**src/hdl/eth_csr_pkg.sv**
```systemverilog
package eth_csr_pkg;

    // ----------------------------------------
    // Channel and pair counts
    // ----------------------------------------
    localparam int NUM_CHANNELS   = 3;
    localparam int MAX_PAIRS      = 6;
    localparam int NUM_PAIRS      = (NUM_CHANNELS + 1) / 2;
    localparam int LANES_PER_PAIR = 2;

    // ----------------------------------------
    // Address map
    // ----------------------------------------
    localparam int ADDR_W   = 12;
    localparam int DATA_W   = 32;
    localparam int OFFSET_W = 8;

    // Region in adr[11:8] and offset in adr[7:0]
    localparam int REGION_STATUS    = 0;
    localparam int REGION_PAIR_BASE = 1;

    // Pair region registers
    localparam logic [OFFSET_W-1:0] REG_CTRL   = OFFSET_W'(0);
    localparam logic [OFFSET_W-1:0] REG_COUNT0 = OFFSET_W'(1);
    localparam logic [OFFSET_W-1:0] REG_COUNT1 = OFFSET_W'(2);

    // Status region registers
    localparam logic [OFFSET_W-1:0] REG_READY  = OFFSET_W'(0);
    localparam logic [OFFSET_W-1:0] REG_LOST   = OFFSET_W'(1);

    // ----------------------------------------
    // Types
    // ----------------------------------------
    typedef logic [ADDR_W-1:0]         csr_addr_t;
    typedef logic [DATA_W-1:0]         csr_data_t;
    typedef logic [NUM_CHANNELS-1:0]   chan_vec_t;
    typedef logic [LANES_PER_PAIR-1:0] lane_vec_t;

    // Wishbone classic request from master to slave
    typedef struct packed {
        logic      cyc;
        logic      stb;
        logic      we;
        csr_addr_t adr;
        csr_data_t dat;
    } wb_req_t;

    // Wishbone classic reply from slave to master
    typedef struct packed {
        logic      ack;
        csr_data_t dat;
    } wb_rsp_t;

endpackage

```
**src/hdl/heartbeat.sv**
```systemverilog
`timescale 1ns/1ps

module heartbeat #(
    parameter int HALF_PERIOD = 62500000
) (
    input  logic clk_125,
    input  logic rst_n,
    output logic led
);

    localparam int CNT_W = (HALF_PERIOD > 1) ? $clog2(HALF_PERIOD) : 1;

    logic [CNT_W-1:0] cnt;

    // Toggle once per HALF_PERIOD cycles
    always_ff @(posedge clk_125) begin
        if (!rst_n) begin
            cnt <= '0;
            led <= 1'b0;
        end else if (cnt == CNT_W'(HALF_PERIOD - 1)) begin
            cnt <= '0;
            led <= ~led;
        end else begin
            cnt <= cnt + CNT_W'(1);
        end
    end

endmodule

```
**src/hdl/channel_status.sv**
```systemverilog
`timescale 1ns/1ps

module channel_status (
    input  logic                   clk_125,
    input  logic                   rst_n,
    input  eth_csr_pkg::chan_vec_t channel_tx_ready,
    input  eth_csr_pkg::chan_vec_t channel_rx_ready,
    output eth_csr_pkg::chan_vec_t channel_ready_n,
    output eth_csr_pkg::chan_vec_t chan_ready,
    input  eth_csr_pkg::wb_req_t   bus_req,
    output eth_csr_pkg::wb_rsp_t   bus_rsp
);

    eth_csr_pkg::chan_vec_t           ready_now;
    eth_csr_pkg::chan_vec_t           ready_fall;
    eth_csr_pkg::chan_vec_t           lost;
    eth_csr_pkg::chan_vec_t           lost_clr;
    eth_csr_pkg::csr_data_t           rd_next;
    logic [eth_csr_pkg::OFFSET_W-1:0] offset;
    logic                             access;

    assign ready_now       = channel_tx_ready & channel_rx_ready;
    // LEDs are active low and bypass the register
    assign channel_ready_n = ~ready_now;

    // Registered bit about to drop
    assign ready_fall = chan_ready & ~ready_now;

    assign offset   = bus_req.adr[eth_csr_pkg::OFFSET_W-1:0];
    assign access   = bus_req.cyc & bus_req.stb & ~bus_rsp.ack;
    assign lost_clr = (access && bus_req.we && offset == eth_csr_pkg::REG_LOST)
                    ? bus_req.dat[eth_csr_pkg::NUM_CHANNELS-1:0] : '0;

    always_ff @(posedge clk_125) begin
        if (!rst_n) begin
            chan_ready  <= '0;
            lost        <= '0;
            bus_rsp.ack <= 1'b0;
        end else begin
            chan_ready  <= ready_now;
            // New loss beats a clear in the same cycle
            lost        <= (lost & ~lost_clr) | ready_fall;
            bus_rsp.ack <= access;
        end
    end

    always_comb begin
        case (offset)
            eth_csr_pkg::REG_READY: rd_next = eth_csr_pkg::csr_data_t'(chan_ready);
            eth_csr_pkg::REG_LOST:  rd_next = eth_csr_pkg::csr_data_t'(lost);
            default:                rd_next = '0;
        endcase
    end

    always_ff @(posedge clk_125) begin
        bus_rsp.dat <= rd_next;
    end

    assert property (@(posedge clk_125) disable iff (!rst_n)
        bus_rsp.ack |=> !bus_rsp.ack);

endmodule

```
**src/hdl/traffic_ctrl_pair.sv**
```systemverilog
`timescale 1ns/1ps

module traffic_ctrl_pair #(
    parameter int NUM_LANES = 2
) (
    input  logic                   clk_125,
    input  logic                   rst_n,
    input  eth_csr_pkg::lane_vec_t lane_ready,
    input  eth_csr_pkg::wb_req_t   bus_req,
    output eth_csr_pkg::wb_rsp_t   bus_rsp
);

    // Lanes that exist in this pair
    localparam eth_csr_pkg::lane_vec_t LANE_MASK = (NUM_LANES == 2) ? 2'b11 : 2'b01;
    localparam eth_csr_pkg::csr_data_t COUNT_STEP = 1;

    eth_csr_pkg::lane_vec_t           enable;
    eth_csr_pkg::lane_vec_t           count_clr;
    eth_csr_pkg::csr_data_t           count [eth_csr_pkg::LANES_PER_PAIR];
    eth_csr_pkg::csr_data_t           rd_next;
    logic [eth_csr_pkg::OFFSET_W-1:0] offset;
    logic                             access;
    logic                             wr;

    assign offset = bus_req.adr[eth_csr_pkg::OFFSET_W-1:0];
    assign access = bus_req.cyc & bus_req.stb & ~bus_rsp.ack;
    assign wr     = access & bus_req.we;

    // Any write to a count register clears it
    assign count_clr[0] = wr & (offset == eth_csr_pkg::REG_COUNT0);
    assign count_clr[1] = wr & (offset == eth_csr_pkg::REG_COUNT1);

    // ----------------------------------------
    // Enables and bus handshake
    // ----------------------------------------
    always_ff @(posedge clk_125) begin
        if (!rst_n) begin
            enable      <= '0;
            bus_rsp.ack <= 1'b0;
        end else begin
            if (wr && offset == eth_csr_pkg::REG_CTRL) begin
                enable <= bus_req.dat[eth_csr_pkg::LANES_PER_PAIR-1:0] & LANE_MASK;
            end
            bus_rsp.ack <= access;
        end
    end

    // ----------------------------------------
    // Active-cycle counters
    // ----------------------------------------
    for (genvar l = 0; l < eth_csr_pkg::LANES_PER_PAIR; l++) begin : g_lane
        if (l < NUM_LANES) begin : g_present
            always_ff @(posedge clk_125) begin
                if (!rst_n) begin
                    count[l] <= '0;
                end else if (count_clr[l]) begin
                    count[l] <= '0;
                end else if (enable[l] && lane_ready[l]) begin
                    // Wraps at 2^32
                    count[l] <= count[l] + COUNT_STEP;
                end
            end
        end else begin : g_absent
            assign count[l] = '0;
        end
    end

    always_comb begin
        case (offset)
            eth_csr_pkg::REG_CTRL:   rd_next = eth_csr_pkg::csr_data_t'(enable);
            eth_csr_pkg::REG_COUNT0: rd_next = count[0];
            eth_csr_pkg::REG_COUNT1: rd_next = count[1];
            default:                 rd_next = '0;
        endcase
    end

    always_ff @(posedge clk_125) begin
        bus_rsp.dat <= rd_next;
    end

    assert property (@(posedge clk_125) disable iff (!rst_n)
        bus_rsp.ack |=> !bus_rsp.ack);

endmodule

```
**src/hdl/csr_addr_decoder.sv**
```systemverilog
`timescale 1ns/1ps

module csr_addr_decoder (
    input  logic                 clk_125,
    input  logic                 rst_n,
    input  eth_csr_pkg::wb_req_t host_req,
    output eth_csr_pkg::wb_rsp_t host_rsp,
    output eth_csr_pkg::wb_req_t status_req,
    input  eth_csr_pkg::wb_rsp_t status_rsp,
    output eth_csr_pkg::wb_req_t pair_req [eth_csr_pkg::NUM_PAIRS],
    input  eth_csr_pkg::wb_rsp_t pair_rsp [eth_csr_pkg::NUM_PAIRS]
);

    // Slots beyond NUM_PAIRS exist in the map but have no block behind them
    localparam logic [eth_csr_pkg::MAX_PAIRS-1:0] SLOT_BUILT =
        {eth_csr_pkg::MAX_PAIRS{1'b1}} >> (eth_csr_pkg::MAX_PAIRS - eth_csr_pkg::NUM_PAIRS);

    logic [eth_csr_pkg::ADDR_W-eth_csr_pkg::OFFSET_W-1:0] region;
    logic                                  status_hit;
    logic [eth_csr_pkg::MAX_PAIRS-1:0]     slot_hit;
    logic [eth_csr_pkg::MAX_PAIRS-1:0]     slot_ack;
    eth_csr_pkg::csr_data_t                slot_dat [eth_csr_pkg::MAX_PAIRS];
    logic                                  mapped;
    logic                                  unmapped_ack;

    assign region     = host_req.adr[eth_csr_pkg::ADDR_W-1:eth_csr_pkg::OFFSET_W];
    assign status_hit = int'(region) == eth_csr_pkg::REGION_STATUS;
    assign mapped     = status_hit | (|(slot_hit & SLOT_BUILT));

    // Status block only sees strobes for its own region
    always_comb begin
        status_req     = host_req;
        status_req.cyc = host_req.cyc & status_hit;
        status_req.stb = host_req.stb & status_hit;
    end

    // ----------------------------------------
    // Pair slots
    // ----------------------------------------
    for (genvar k = 0; k < eth_csr_pkg::MAX_PAIRS; k++) begin : g_slot
        assign slot_hit[k] = int'(region) == eth_csr_pkg::REGION_PAIR_BASE + k;

        if (k < eth_csr_pkg::NUM_PAIRS) begin : g_built
            always_comb begin
                pair_req[k]     = host_req;
                pair_req[k].cyc = host_req.cyc & slot_hit[k];
                pair_req[k].stb = host_req.stb & slot_hit[k];
            end
            assign slot_ack[k] = pair_rsp[k].ack;
            assign slot_dat[k] = pair_rsp[k].dat;
        end else begin : g_empty
            // Answered below by the decoder itself
            assign slot_ack[k] = 1'b0;
            assign slot_dat[k] = '0;
        end
    end

    // Own one-cycle reply for anything without a target
    always_ff @(posedge clk_125) begin
        if (!rst_n) begin
            unmapped_ack <= 1'b0;
        end else begin
            unmapped_ack <= host_req.cyc & host_req.stb & ~mapped & ~unmapped_ack;
        end
    end

    // Reply mux selected by the held address
    always_comb begin
        host_rsp.ack = unmapped_ack;
        host_rsp.dat = '0;
        if (status_hit) begin
            host_rsp = status_rsp;
        end
        for (int k = 0; k < eth_csr_pkg::MAX_PAIRS; k++) begin
            if (slot_hit[k] && SLOT_BUILT[k]) begin
                host_rsp.ack = slot_ack[k];
                host_rsp.dat = slot_dat[k];
            end
        end
    end

    // At most one target answers in any cycle
    assert property (@(posedge clk_125) disable iff (!rst_n)
        $onehot0({status_rsp.ack, slot_ack, unmapped_ack}));

endmodule

```
**src/hdl/eth_csr_top.sv**
```systemverilog
`timescale 1ns/1ps

module eth_csr_top #(
    parameter int HEARTBEAT_HALF_PERIOD = 62500000
) (
    input  logic                   clk_125,
    input  logic                   rst_n,
    input  eth_csr_pkg::wb_req_t   wb_req,
    output eth_csr_pkg::wb_rsp_t   wb_rsp,
    input  eth_csr_pkg::chan_vec_t channel_tx_ready,
    input  eth_csr_pkg::chan_vec_t channel_rx_ready,
    output eth_csr_pkg::chan_vec_t channel_ready_n,
    output logic                   led_heartbeat
);

    eth_csr_pkg::wb_req_t   status_req;
    eth_csr_pkg::wb_rsp_t   status_rsp;
    eth_csr_pkg::wb_req_t   pair_req [eth_csr_pkg::NUM_PAIRS];
    eth_csr_pkg::wb_rsp_t   pair_rsp [eth_csr_pkg::NUM_PAIRS];
    eth_csr_pkg::chan_vec_t chan_ready;

    csr_addr_decoder i_csr_addr_decoder (
        .clk_125    (clk_125),
        .rst_n      (rst_n),
        .host_req   (wb_req),
        .host_rsp   (wb_rsp),
        .status_req (status_req),
        .status_rsp (status_rsp),
        .pair_req   (pair_req),
        .pair_rsp   (pair_rsp)
    );

    channel_status i_channel_status (
        .clk_125          (clk_125),
        .rst_n            (rst_n),
        .channel_tx_ready (channel_tx_ready),
        .channel_rx_ready (channel_rx_ready),
        .channel_ready_n  (channel_ready_n),
        .chan_ready       (chan_ready),
        .bus_req          (status_req),
        .bus_rsp          (status_rsp)
    );

    // ----------------------------------------
    // One traffic controller per channel pair
    // ----------------------------------------
    for (genvar p = 0; p < eth_csr_pkg::NUM_PAIRS; p++) begin : g_pair
        // Odd channel count leaves a single lane in the last pair
        localparam int LANES =
            (p == eth_csr_pkg::NUM_PAIRS - 1 && eth_csr_pkg::NUM_CHANNELS % 2 == 1) ? 1 : 2;

        eth_csr_pkg::lane_vec_t lane_ready;

        if (LANES == 2) begin : g_two
            assign lane_ready = chan_ready[2*p +: 2];
        end else begin : g_one
            assign lane_ready = {1'b0, chan_ready[2*p]};
        end

        traffic_ctrl_pair #(
            .NUM_LANES (LANES)
        ) i_traffic_ctrl_pair (
            .clk_125    (clk_125),
            .rst_n      (rst_n),
            .lane_ready (lane_ready),
            .bus_req    (pair_req[p]),
            .bus_rsp    (pair_rsp[p])
        );
    end

    heartbeat #(
        .HALF_PERIOD (HEARTBEAT_HALF_PERIOD)
    ) i_heartbeat (
        .clk_125 (clk_125),
        .rst_n   (rst_n),
        .led     (led_heartbeat)
    );

endmodule

```
**config.mk**
```make
export PLATFORM = sky130hd
export DESIGN_NAME = eth_csr_top
export DESIGN_NICKNAME = d
export VERILOG_FILES = /design/src/hdl/eth_csr_pkg.sv /design/src/hdl/heartbeat.sv /design/src/hdl/channel_status.sv /design/src/hdl/traffic_ctrl_pair.sv /design/src/hdl/csr_addr_decoder.sv /design/src/hdl/eth_csr_top.sv
export SDC_FILE = /design/constraint.sdc
export NUM_CORES = 1
export LEC_CHECK = 0
export BUFFER_PORTS_ARGS = -buffer_cell sky130_fd_sc_hd__buf_2
export CAP_MARGIN = 20
export CORE_ASPECT_RATIO = 1.2
export CORE_MARGIN = 1
export CORE_UTILIZATION = 50
export CTS_CLUSTER_DIAMETER = 60
export CTS_CLUSTER_SIZE = 20
export DETAILED_ROUTE_END_ITERATION = 8
export PLACE_DENSITY = 0.69
export REMOVE_ABC_BUFFERS = 1
export SYNTH_ARGS = -nofsm -noshare
export SYNTH_HDL_FRONTEND = slang
export SYNTH_SLANG_ARGS = --single-unit
export TNS_END_PERCENT = 100
```
**constraint.sdc**
```tcl
create_clock -name clk_125 -period 3.2 [get_ports clk_125]
set_input_delay 0.48 -clock clk_125 [delete_from_list [all_inputs] [get_ports clk_125]]
set_output_delay 0.48 -clock clk_125 [all_outputs]
set_load 0.03 [all_outputs]
```
Yosys cells after proc, flatten, opt, wreduce, memory -nomap -nowiden
Memory sizes are Yosys's and may differ from the RTL's.
Index checks and enable logic that the tools add are counted.
- add/sub/neg operators: 4
- bitwise gates (word level): 38
- equal/unequal tests: 5
- reductions and logical operators: 12
- mux-type cells: 26
- operator list (operator ; count):
    $mux 32 ; 4
    $mux 33 ; 3
    $add 32x1->32 const B ; 3
    $pmux 32 s3 ; 1
    $pmux 32 s2 ; 1
    $add 26x1->26 const B ; 1
    $eq 26x26->1 const B ; 1
    $and 1x1->1 ; 20
    $mux 1 ; 15
    $and 3x3->3 ; 3
    $eq 8x1->1 const B ; 1
    $eq 8x2->1 const B ; 1
    $logic_not 8->1 ; 1
    $logic_and 1x1->1 ; 7
    $not 1->1 ; 7
    $not 3->3 ; 2
    $pmux 3 s2 ; 1
    $reduce_or 2->1 ; 3
    $or 1x1->1 ; 5
    $eq 4x2->1 const B ; 1
    $eq 4x3->1 const B ; 1
    $logic_not 4->1 ; 1
    $mux 3 ; 1
    $or 3x3->3 ; 1
- register bits: 139
- RAM bits: 64
- word-level logic and storage cells: 100
- memories: 1
- input bits: 55
- output and inout port bits: 37
- memories (name ; words ; width ; read ports ; clocked after Yosys merged registers in ; wr ports ; RTL line ; text):
    g_pair[0].i_traffic_ctrl_pair.count ; 2 ; 32 ; 2 ; 0 ; 2 ; traffic_ctrl_pair.sv:19 ; eth_csr_pkg::csr_data_t count [eth_csr_pkg::LANES_PER_PAIR];

Logic depth before layout (Yosys ltp)
- word-level depth: 11
- gate-level depth with buffers: 7
- gate-level depth less buffers: 5

By module
From an unflattened synthesis, not the netlist that was laid out.
- cells, all modules: 1199
- area total of the unflattened synthesis: 11157.0 µm²
- by module, submodules not included (module ; seq. area each (µm²) ; instances ; cells each ; area an instance (µm²)):
    traffic_ctrl_pair at g_pair[0].i_traffic_ctrl_pair ; 2622.5 ; 1 ; 448 ; 4744.6
    traffic_ctrl_pair at g_pair[1].i_traffic_ctrl_pair ; 1321.3 ; 1 ; 273 ; 2566.2
    csr_addr_decoder ; 20.0 ; 1 ; 262 ; 1971.9
    heartbeat ; 540.5 ; 1 ; 146 ; 1268.7
    channel_status ; 200.2 ; 1 ; 69 ; 601.8
    eth_csr_top ; 0.0 ; 1 ; 1 ; 3.8

Worst setup path after synthesis
No wires, ideal clock.
- path type: input-to-reg
- from: input port wb_req[35] in the netlist's numbering
- to: memory g_pair[0].i_traffic_ctrl_pair.count[0][0] in the netlist's numbering (enable)
- data arrival time: 2384 ps
- stages: 4
- slack: 422 ps
- library setup time: 394 ps
- required time: 2806 ps
- path buffers: 1
- path through: nor4_1 nand4_1 clkbuf_1 nand3_1
- RTL lines (item ; RTL line ; text):
    from (decl) ; eth_csr_top.sv:8 ; input eth_csr_pkg::wb_req_t wb_req,
    to (decl) ; traffic_ctrl_pair.sv:19 ;

==> metrics.cfg <==
[power_and_ir_drop]
p_sw_mw = 1.13
clkPwrFrac_pct = 42.9
p_sw_share_pct = 22.3
p_comb_share_pct = 2.9
p_leak_nw = 3.59
p_seq_share_pct = 54.2
powerDensity_mw_per_mm2 = 481
internal_power_mw = 3.92
ir_worst_vdd_mv = 0.413

[grt]
grt_max_degree = 40
grt.total_usage_pct = 22.9
grt_pass1_vias = 7164
antenna_found_initial = 0
overflow = 0
grt_first_pass_wirelength_um = 36100

[clock_network]
cts_buffers = 16
h-tree-depth = 1
cts.sinks = 203
post_cts_resized = 0
cts_tree = built
clk_pin_slew_ns = 0.08
cts_buffer_depth = 3
root_buffer = clkbuf_16
post_cts_buffers = 0
cts_hold_buf = 0
clkLatencyLatePin_ns = 0.49

[drt]
wl_per_cell_um = 17.5
routed_wl_um = 22000
drc = 0
viasPerCell = 6.13
num_vias = 7706
first_iter_violations = 577
antenna_left = 0
first_pass_iters = 5

[place]
place_ws_ns = 0.521
io_buffers = 62
dp_hpwl_um = 15100
place_inst = 1229
gp_congestion = 0.871
placed_area_mm2 = 0.00991

[cells_and_area]
drive_gt1_share_pct = 11.7
fin_nets = 1082
area.growth.synth_to_final_pct = 11.9
fin_area_mm2 = 0.0105
antenna_cells = 0
layout.cells.non_filler = 1257
nFillCells = 1575

[synth]
ys_types = 48
ys.warnings.count = 0
synth_area_per_cell_um2 = 9.59
ys_async_sr_fraction_pct = 0
ys_top_cells_by_area = dfxtp_1 30%, edfxtp_1 21%, a22o_1 5.5%, a21oi_1 3.8%, nor2_1 3.1%
synth_edf_count = 64
yosys.area.top_type_share_pct = 29.7
synth_top_flop_cell = dfxtp_1
yosys-top-cells-count = 139 x dfxtp_1, 77 x nor2_1, 72 x a21oi_1
syn_area_mm2 = 0.00936
seq_area_frac_synth_pct = 50.3
yosysMostFrequentCell = dfxtp_1
syn_inst = 976
synth_seq_cells = 203
yosysTopAreaCell = dfxtp_1

[run_status]
status = finished clean

[sta]
period_share_pct = 77.5
fin_crit_ns = 2.48
slew_headroom_pct = 47.0
final_max_slew_viol_count = 0
rsz0062_at_grt = no
worst-slew-pin-transition_ns = 0.793
setup_viol = 0
finClkSkew_ns = 0.0208
finalHoldViolCount = 0
setup_ws_ns = 0.720
fmax_mhz = 403

[worst_setup_path]
cp-startpoint = wb_req[41]
worst-r2r-cell-count = 4
arrival_ns = 2.00
r2r-end = g_pair[0].i_traffic_ctrl_pair.count[0][25]
cp-end-kind = output pin
rrSetupSlack_ns = 0.86
cp.required_ns = 2.72
reg2reg_from = g_pair[0].i_traffic_ctrl_pair.count[0][2]
critPathMaxFanout = 39
crit_path_end = wb_rsp[32]
start_kind = primary input
critPathKind = primary input to output pin

[floorplanning]
die-width_um = 127
initial_core_util_pct = 51.3
die_area_mm2 = 0.0193
rows = 54
die_y_um = 152
core_area_mm2 = 0.0182
pin_count = 92

[job]
max_cap_violations = 0

[worst_hold_path]
holdCritPathClass = primary input to flip-flop

==> cells by family (layout without fill, tap and decap cells) <==
family / after synthesis / in the layout / synth area share, %
DFF: 203 / 203 / 50.3
adders and majority gates: 4 / 4 / 0.535
muxes: 10 / 10 / 1.07
buffers and inverters: 74 / 131 / 3.18
and+or+nand+nor: 428 / 428 / 25.6
AOI/OAI and AO/OA: 210 / 210 / 15.0
xor gates and xnor gates: 47 / 47 / 4.40
==> layout by cell type (no fill, tap or decap), drive strengths merged, types with 41 or more instances in the layout <==
| cell type | synthesis | routed |
|---|---|---|
| a21oi | 73 | 73 |
| a22o | 59 | 59 |
| and3 | 41 | 41 |
| buf | 12 | 82 |
| dfxtp | 139 | 139 |
| edfxtp | 64 | 64 |
| nand2 | 64 | 64 |
| nand3 | 55 | 55 |
| nand4 | 45 | 45 |
| nor2 | 77 | 77 |
==> worst min-delay path by stage <==
stage | cells past startpoint | end | start | slack, ns
6_report | 2 | i_channel_status.lost[2] | wb_req[2] | 0.18
5_1_grt | 2 | i_channel_status.lost[2] | wb_req[2] | 0.18
4_1_cts | 2 | i_channel_status.lost[2] | wb_req[2] | 0.18
3_5_place_dp | 1 | i_csr_addr_decoder.unmapped_ack | i_csr_addr_decoder.unmapped_ack | 0.42
3_3_place_gp | 1 | i_csr_addr_decoder.unmapped_ack | i_csr_addr_decoder.unmapped_ack | 0.41
2_1_floorplan | 1 | i_csr_addr_decoder.unmapped_ack | i_csr_addr_decoder.unmapped_ack | 0.40
==> flip-flops by register name, indices dropped and copies added (netlist names) <==
register and count:
i_csr_addr_decoder.unmapped_ack 1, g_pair.i_traffic_ctrl_pair.bus_rsp 66, g_pair.i_traffic_ctrl_pair.enable 3, i_heartbeat.cnt 26
i_channel_status.bus_rsp 4, i_channel_status.lost 3, i_heartbeat.led 1, i_channel_status.chan_ready 3
g_pair.i_traffic_ctrl_pair.count 96
==> stage by stage <==
| stage | TNS [ns] | util, % | total power, mW | hold slack [ns] |
|---|---|---|---|---|
| after global placement | 0 | 54.3 | 2.93 | 0.414 |
| final | 0 | 57.4 | 5.05 | 0.183 |
| after floorplan | -414.58 | - | 2.86 | 0.402 |
| after global routing | 0 | 57.4 | 5.21 | 0.183 |
| after detailed placement | 0 | 54.3 | 2.94 | 0.422 |
| after CTS | 0 | 57.4 | 5.08 | 0.178 |
==> critical path, stage by stage <==
cell,delay [ns]
buf_2,0.14
nor4b_2,0.39
buf_4,0.45
a22oi_1,0.16
a21oi_1,0.15
buf_2,0.22
==> power groups by stage <==
| stage | logic, mW | clock network (mW) | registers (mW) |
|---|---|---|---|
| 2_1_floorplan | 0.0864 | 0 | 2.78 |
| 3_3_place_gp | 0.145 | 0 | 2.79 |
| 3_5_place_dp | 0.147 | 0 | 2.79 |
| 4_1_cts | 0.148 | 2.20 | 2.73 |
| 5_1_grt | 0.162 | 2.31 | 2.74 |
| 6_report | 0.147 | 2.17 | 2.73 |
==> routing by layer <==
metal / part of all wire [%] / track usage, % / vias up
li1: - / - / 3802
met1: 44 / 30.8 / 3665
met2: 49 / 39.0 / 206
met3: 5.0 / 2.46 / 33
met4: 2.0 / 5.95 / 0
met5: 0 / 0 / -
==> cell type report <==
cell class,count,area (um2),share of cell area (%)
Clock buffer,22,487,4.64
Timing Repair Buffer,82,460,4.39
Inverter,21,78.8,0.752
Multi-Input combinational cell,699,4380,41.8
Tap cell,224,280,2.67
Sequential cell,203,4700,44.9
Clock inverter,6,85.1,0.812
Note: power is estimated with default switching activity, not from simulation.
